[src/lsu_pkg.sv]
`default_nettype none

package lsu_pkg;

  // ------------------------------
  // Memory geometry
  // ------------------------------
  localparam int MEM_WORDS      = 256;
  localparam int MEM_INDEX_BITS = 8;  // Word index taken from address bits 9:2

  // ------------------------------
  // Core-side types
  // ------------------------------
  typedef logic [31:0] addr_t;
  typedef logic [31:0] data_t;
  typedef logic [3:0]  strb_t;
  typedef logic [1:0]  byte_off_t;

  typedef enum logic [1:0] {
    SIZE_BYTE,
    SIZE_HALF,
    SIZE_WORD
  } access_size_e;

  typedef struct packed {
    logic         is_store;
    access_size_e size;
    logic         sign_ext;  // Only meaningful for byte and halfword loads
    addr_t        addr;
    data_t        wdata;     // Store data, right-aligned as the core holds it
  } lsu_req_t;

  typedef struct packed {
    data_t rdata;
    logic  error;
  } lsu_rsp_t;

endpackage

`default_nettype wire

[src/axi_pkg.sv]
`default_nettype none

package axi_pkg;

  // ------------------------------
  // Response codes
  // ------------------------------
  typedef logic [1:0] resp_t;

  localparam resp_t RESP_OKAY   = 2'd0;
  localparam resp_t RESP_SLVERR = 2'd2;

  // ------------------------------
  // AXI-lite channel payloads
  // ------------------------------
  typedef struct packed {
    lsu_pkg::addr_t addr;
  } axi_ar_t;

  typedef struct packed {
    lsu_pkg::addr_t addr;
  } axi_aw_t;

  typedef struct packed {
    lsu_pkg::data_t data;
    lsu_pkg::strb_t strb;  // One bit per byte lane of data
  } axi_w_t;

  typedef struct packed {
    lsu_pkg::data_t data;
    resp_t          resp;
  } axi_r_t;

  typedef struct packed {
    resp_t resp;
  } axi_b_t;

endpackage

`default_nettype wire

[src/lsu_lane_align.sv]
`timescale 1ns/1ps
`default_nettype none

module lsu_lane_align (
  input  lsu_pkg::access_size_e size,
  input  logic                  sign_ext,
  input  lsu_pkg::byte_off_t    byte_off,
  input  lsu_pkg::data_t        store_data,
  input  lsu_pkg::data_t        bus_rdata,
  output lsu_pkg::data_t        lane_wdata,
  output lsu_pkg::strb_t        lane_strb,
  output lsu_pkg::data_t        load_data
);
  import lsu_pkg::*;

  logic [4:0] shift_bits;
  strb_t      base_strb;
  data_t      shifted_rdata;

  assign shift_bits = {byte_off, 3'b000};  // Byte offset as a bit count

  // ------------------------------
  // Store path
  // ------------------------------
  assign lane_wdata = store_data << shift_bits;

  always_comb begin
    case (size)
      SIZE_BYTE: base_strb = 4'b0001;
      SIZE_HALF: base_strb = 4'b0011;
      default:   base_strb = 4'b1111;
    endcase
  end

  assign lane_strb = base_strb << byte_off;

  // ------------------------------
  // Load path
  // ------------------------------
  assign shifted_rdata = bus_rdata >> shift_bits;

  always_comb begin
    case (size)
      SIZE_BYTE: load_data = {{24{sign_ext & shifted_rdata[7]}}, shifted_rdata[7:0]};
      SIZE_HALF: load_data = {{16{sign_ext & shifted_rdata[15]}}, shifted_rdata[15:0]};
      default:   load_data = bus_rdata;
    endcase
  end

endmodule

`default_nettype wire

[src/lsu.sv]
`timescale 1ns/1ps
`default_nettype none

module lsu (
  input  logic              clock,
  input  logic              reset,
  input  logic              req_valid,
  input  lsu_pkg::lsu_req_t req,
  output logic              rsp_valid,
  output lsu_pkg::lsu_rsp_t rsp,
  output logic              ar_valid,
  output axi_pkg::axi_ar_t  ar,
  input  logic              ar_ready,
  input  logic              r_valid,
  input  axi_pkg::axi_r_t   r,
  output logic              r_ready,
  output logic              aw_valid,
  output axi_pkg::axi_aw_t  aw,
  input  logic              aw_ready,
  output logic              w_valid,
  output axi_pkg::axi_w_t   w,
  input  logic              w_ready,
  input  logic              b_valid,
  input  axi_pkg::axi_b_t   b,
  output logic              b_ready
);
  import lsu_pkg::*;
  import axi_pkg::*;

  typedef enum logic [2:0] {
    IDLE,
    READ_ADDR,
    READ_DATA,
    WRITE_ADDR,
    WRITE_DATA,
    WRITE_RESP,
    DONE
  } state_e;

  state_e   state;
  lsu_req_t req_q;
  data_t    load_data;

  lsu_lane_align u_align (
    .size       (req_q.size),
    .sign_ext   (req_q.sign_ext),
    .byte_off   (req_q.addr[1:0]),
    .store_data (req_q.wdata),
    .bus_rdata  (r.data),
    .lane_wdata (w.data),
    .lane_strb  (w.strb),
    .load_data  (load_data)
  );

  assign ar.addr = req_q.addr;
  assign aw.addr = req_q.addr;

  // ------------------------------
  // Handshake sequencing
  // ------------------------------
  always_ff @(posedge clock) begin
    if (reset) begin
      state     <= IDLE;
      ar_valid  <= 1'b0;
      r_ready   <= 1'b0;
      aw_valid  <= 1'b0;
      w_valid   <= 1'b0;
      b_ready   <= 1'b0;
      rsp_valid <= 1'b0;
    end else begin
      case (state)
        IDLE: begin
          if (req_valid && req.is_store) begin
            aw_valid <= 1'b1;
            state    <= WRITE_ADDR;
          end else if (req_valid) begin
            ar_valid <= 1'b1;
            state    <= READ_ADDR;
          end
        end
        READ_ADDR: begin
          if (ar_ready) begin
            ar_valid <= 1'b0;
            r_ready  <= 1'b1;
            state    <= READ_DATA;
          end
        end
        READ_DATA: begin
          if (r_valid) begin
            r_ready   <= 1'b0;
            rsp_valid <= 1'b1;
            state     <= DONE;
          end
        end
        WRITE_ADDR: begin
          if (aw_ready) begin
            aw_valid <= 1'b0;
            w_valid  <= 1'b1;
            state    <= WRITE_DATA;
          end
        end
        WRITE_DATA: begin
          if (w_ready) begin
            w_valid <= 1'b0;
            b_ready <= 1'b1;
            state   <= WRITE_RESP;
          end
        end
        WRITE_RESP: begin
          if (b_valid) begin
            b_ready   <= 1'b0;
            rsp_valid <= 1'b1;
            state     <= DONE;
          end
        end
        default: begin
          rsp_valid <= 1'b0;  // Response strobe lasts this one cycle
          state     <= IDLE;
        end
      endcase
    end
  end

  // ------------------------------
  // Request and response payload
  // ------------------------------
  always_ff @(posedge clock) begin
    if (state == IDLE && req_valid) begin
      req_q <= req;
    end
    if (r_valid && r_ready) begin
      rsp.rdata <= (r.resp == RESP_OKAY) ? load_data : '0;
      rsp.error <= (r.resp != RESP_OKAY);
    end else if (b_valid && b_ready) begin
      rsp.rdata <= '0;
      rsp.error <= (b.resp != RESP_OKAY);
    end
  end

endmodule

`default_nettype wire

[config.mk]
export PLATFORM = sky130hd
export DESIGN_NAME = lsu
export DESIGN_NICKNAME = d
export VERILOG_FILES = /design/src/lsu_pkg.sv /design/src/axi_pkg.sv /design/src/lsu_lane_align.sv /design/src/lsu.sv
export SDC_FILE = /design/constraint.sdc
export NUM_CORES = 1
export LEC_CHECK = 0
export BUFFER_PORTS_ARGS = -buffer_cell sky130_fd_sc_hd__buf_2
export CORE_MARGIN = 2
export CORE_UTILIZATION = 50
export CTS_BUF_LIST = sky130_fd_sc_hd__clkbuf_8
export DETAILED_ROUTE_END_ITERATION = 16
export HOLD_SLACK_MARGIN = 0.08
export PLACE_DENSITY = 0.81
export SLEW_MARGIN = 30
export SYNTH_ARGS = -nofsm -noshare
export SYNTH_HDL_FRONTEND = slang
export SYNTH_SLANG_ARGS = --single-unit
[constraint.sdc]
create_clock -name clock -period 16.6 [get_ports clock]
set_input_delay 1.66 -clock clock [delete_from_list [all_inputs] [get_ports clock]]
set_output_delay 1.66 -clock clock [all_outputs]
set_load 0.03 [all_outputs]
---- After elaboration in Yosys (flattened, before gate mapping) ----
Cells that the tools add are included.
operators by class
  reductions and logical operators ........ 23
  equality and inequality tests ........... 15
  bitwise gates (word level) .............. 3
  multiplexer cells ....................... 32
  shift operators ......................... 3
operators by type and width
  kind                count
  $mux 33             2
  $pmux 32 s2         1
  $mux 32             1
  $shl 32x5->32       1
  $shr 32x5->16       1
  $mux 3              7
  $pmux 3 s6          1
  $ne 2x2->1 const B  8
  $reduce_bool 2->1   8
  $reduce_and 3->1    5
  $mux 1              13
  $pmux 1 s2          5
  $pmux 4 s2          1
  $eq 3x2->1 const B  2
  $eq 3x3->1 const B  2
  $reduce_and 6->1    1
  $logic_and 1x1->1   4
  $logic_not 2->1     2
  $reduce_and 4->1    1
  $reduce_or 4->1     1
  $shl 4x2->4         1
  $eq 3x1->1 const B  1
  $logic_not 3->1     1
  $ne 3x3->1 const B  1
  other kinds (4)     5
storage, ports and cells
  input bits .............................. 112
  word-level logic and storage cells ...... 89
  output and inout bits ................... 139
  flip-flop bits (word level) ............. 109

---- Longest topological paths before layout ----
  depth after elaboration ................. 5
  gate-level depth with buffers ........... 7
  gate-level depth less buffers ........... 4

---- Cells and area by module ----
From an unflattened synthesis, not the netlist that was laid out.
unflattened totals
  cells, all modules ...................... 469
  area, all modules ....................... 5474.0 um^2
modules (own cells, without submodules)
  module          cells an instance  times used  area an instance (um^2)
  lsu             258                1           4177.8
  lsu_lane_align  211                1           1296.2

---- Least setup slack after synthesis ----
OpenSTA, ideal clock, no wires.
  path type ............................... input to register
  from .................................... input req_valid
  to ...................................... register aw_valid
  cell stages on the path ................. 4
  path buffers ............................ 0
  path slack .............................. 9.530 ns
  arrival ................................. 6.986 ns
  cell sequence ........................... nand2b_1 -> nor3_1 -> a22oi_1 -> nor2_1
between the ends
  word-level cells in the longest chain between the ends .. 3
RTL lines
  item                        RTL line   source
  start, declared             lsu.sv:7   input logic req_valid,
  $logic_and 1x1->1           lsu.sv:73  if (req_valid && req.is_store) begin
  $ne 2x2->1 (no line)        --
  $reduce_and 3->1 (no line)  --
  end signal, assigned        lsu.sv:66  aw_valid <= 1'b0;
  end signal, assigned        lsu.sv:74  aw_valid <= 1'b1;
  end signal, assigned        lsu.sv:97  aw_valid <= 1'b0;
  end, declared               lsu.sv:17  output logic aw_valid,
Every way passes these cells.
A chain may end at the register's enable or synchronous reset.

==> metrics.cfg <==
[run_status]
run_status=complete, no violations

[synth]
yosysWarnings=0
post_synth.cell_area_avg_um2=11.6
syn_inst=461
synthesis.area_um2=5360
synth_ff_type=sky130_fd_sc_hd__edfxtp_1
synth-simple-area-share_pct=10.2
synth-adder-area-share_pct=0
synth_edf_count=100
synthXorXnorAreaFrac_pct=0
post_synth_mux_area_share_pct=6.80
ys_seq_area_share_pct=59.4
synth_seq_cells=109
post_synth_num_cell_types=34
mappedNetlistNets=573
synth_compound_gate_area_share_pct=11.7
async_reset_ff_share_pct=0
synth_top_family_by_area=buffers and inverters

[floorplanning]
die_area_um2=11600
core_area_um2=10400
floorplan.rows=37
chipWidth_um=108
num_io_pins=251
die_height_um=108
initial_core_util_pct=51.7

[routing]
routed_wirelength_um=13300
drc=0
met3_wirelength_um=1150
num_vias=4162
vias_per_cell=5.38
dr.first_iter.drc_count=307
maxUsedRoutingLayer=met5
final_routed_wire_length_divided_by_cell_count_um=17.2
first_pass_iters=5
wire_length_on_met1_um=5090
wl_met2_um=6670
postRouteAntennaNets=0

[placed_design]
post-place-ws_ns=13.18
port_buffers=250
gpl.final_weighted_congestion=0.869
post-dp-hpwl_um=9810

[cts]
cts_tree=yes
clock_path_buffers=2
clock_tree.root_cell=sky130_fd_sc_hd__clkbuf_8
cts_made_buffers=9
clkLatencyLatePin_ns=0.36
cts_hold_repair.buffers=0
tritoncts_num_sinks=109
clock_tree.htree_level_count=3
cts.clk_slew.worst_paths_ns=0.11
cts_setup_buffers=0
post_cts_resized=0

[timing]
worst_clock_skew_ns=0.0125
rsz0062_at_grt=no
slew_viol_final=0
max_slew_margin_pct=45.3
timing_hold_violations_final=0
achievable-frequency_ghz=0.261
share_of_the_clock_period_used_by_the_worst_path_after_layout_pct=23.1
final-setup-viol-count=0
setup_ws_ns=12.77
final.min_clock_period_ns=3.83
tightest_slew_ns=0.820
tns_ns=0

[setup_path]
critPathLaunchType=flop
worstRegToRegCells=6
cpMaxStageDelayCell=sky130_fd_sc_hd__nor2_1
critical_path.max_fanout=71
timing.rr.end=rsp[20]
timing_worst_setup_path_type=reg2out
reg2reg_from=ar[1]
timing.critical_path.cells=buf_4 > nor2_1 > and2_1 > buf_2
critical_path_required_ns=14.94
timing.critical_path.to=w[9]
critical_path.n_buffers_inverters=2
critical_path_max_stage_delay_ns=0.58
critPathLaunch=ar[0]
path_depth=4
cp_top_family=simple AND/OR/NAND/NOR gates
timing.critical_path.arrival_ns=2.17
reg2reg_slack_ns=14.04
worst_setup_path_end_kind=output pin

[power]
power.switching_fraction_pct=39.5
net-switching-power_w=0.000330
cellPowerDensity_nw_per_um2=130
cellLeakagePower_nw=2.71
clockPowerShare_pct=20.3
power_frac_comb_pct=35.1
power_report.internal_total_w=0.000507
power_frac_seq_pct=44.5
ir_worst_vdd_v=0.0000733

[global_routing]
grt_overflow=0
first_global_vias=4002
grt_pass1_wl_um=19900
antenna_found_initial=2
globalRouteTotalUtil_pct=22.5
maximum_number_of_pins_on_one_net_before_global_route_repair=72

[cells_and_area]
final_net_count=744
layout.cells.most_common_list=251 x sky130_fd_sc_hd__buf_2, 100 x sky130_fd_sc_hd__edfxtp_1, 46 x sky130_fd_sc_hd__a21oi_1
commonest_non_fill_non_tap_cell_in_the_layout=sky130_fd_sc_hd__buf_2
drive_above_1_share_pct=43.6
areaGrowthSynthToFinish_pct=20.0

[run]
timing.max_cap.violations=0

[hold_path]
hold_removal_path_class=reg2reg

## metrics by stage
step	total power, W	cells	utilization, %	hold WS, ns	area, um^2
6_report	0.000837	774	62.0	0.551	6430
5_1_grt	0.000876	773	61.9	0.589	6420
4_1_cts	0.000843	773	61.9	0.557	6420
3_5_place_dp	0.000673	757	59.8	0.540	6200
3_3_place_gp	0.000665	756	59.8	0.480	6200
2_1_floorplan	0.000616	461	-	0.538	5360
## cells by family (layout without fill, tap and decap cells)
family,Yosys count,in the layout
AO/OA/AOI/OAI,100,100
buffers and inverters,99,275
flip-flops,109,109
multiplexers,35,35
other,0,1
AND/OR/NAND/NOR,118,118
## registers in the layout, summed over array words and instances, names as in the netlist, 3 cells and up
register	flops
state	3
ar	32
rsp	33
req_q	35
## worst register-to-register path: stages (launching register included)
cell and delay [ns]:
sky130_fd_sc_hd__edfxtp_1 0.36, sky130_fd_sc_hd__buf_4 0.54, sky130_fd_sc_hd__mux2i_1 0.40, sky130_fd_sc_hd__mux2i_1 0.12, sky130_fd_sc_hd__o211ai_1 0.46, sky130_fd_sc_hd__buf_2 0.32
sky130_fd_sc_hd__a21oi_1 0.10
## power by group through the flow
stage	registers [W]	logic (W)	clock network (W)
final	0.000373	0.000294	0.000170
after global routing	0.000378	0.000313	0.000185
after CTS	0.000373	0.000295	0.000175
after detailed placement	0.000379	0.000294	0
after global placement	0.000377	0.000288	0
after floorplan	0.000398	0.000218	0
## layer usage
metal  vias to the layer above  global-route usage, %
met5                         -                      0
met4                         2                   9.34
met3                        29                   5.15
met2                       265                   37.0
met1                      1917                   28.7
li1                       1949                      -
## Yosys cell counts, drive strengths merged (2+ instances only)
cell / count / area share (%)
a211oi: 10 / 1.4
and2: 8 / 0.93
nor2b: 20 / 2.3
buf: 80 / 11
mux2i: 33 / 6.2
dfxtp: 9 / 3.4
edfxtp: 100 / 56
clkbuf: 17 / 1.2
or3: 2 / 0.23
nor3: 4 / 0.37
nand2b: 6 / 0.70
a21oi: 46 / 4.3
o21ai: 12 / 1.1
o2bb2ai: 8 / 1.3
a2111oi: 6 / 0.98
inv: 2 / 0.14
or2: 2 / 0.23
a31oi: 3 / 0.35
nand2: 37 / 2.6
a311oi: 3 / 0.49
nor2: 37 / 2.6
a22oi: 8 / 1.1
## layout make-up
cell class | instances | area (um^2)
Clock buffer | 9 | 124
Clock inverter | 7 | 93.8
Antenna cell | 1 | 2.50
Sequential cell | 109 | 3180
Fill cell | 844 | 3940
Multi-Input combinational cell | 253 | 1540
Tap cell | 136 | 170
Timing Repair Buffer | 257 | 1300
Inverter | 2 | 7.51
## worst min-delay path by stage
stage | cells after the start | slack, ns | start | endpoint
2_1_floorplan | 1 | 0.54 | state[1] | rsp_valid
3_3_place_gp | 2 | 0.48 | aw_valid | aw_valid
3_5_place_dp | 2 | 0.54 | w_valid | w_valid
4_1_cts | 2 | 0.56 | w_valid | w_valid
5_1_grt | 2 | 0.59 | aw_valid | aw_valid
6_report | 2 | 0.55 | w_valid | w_valid
Note: power is estimated with default switching activity, not from simulation.
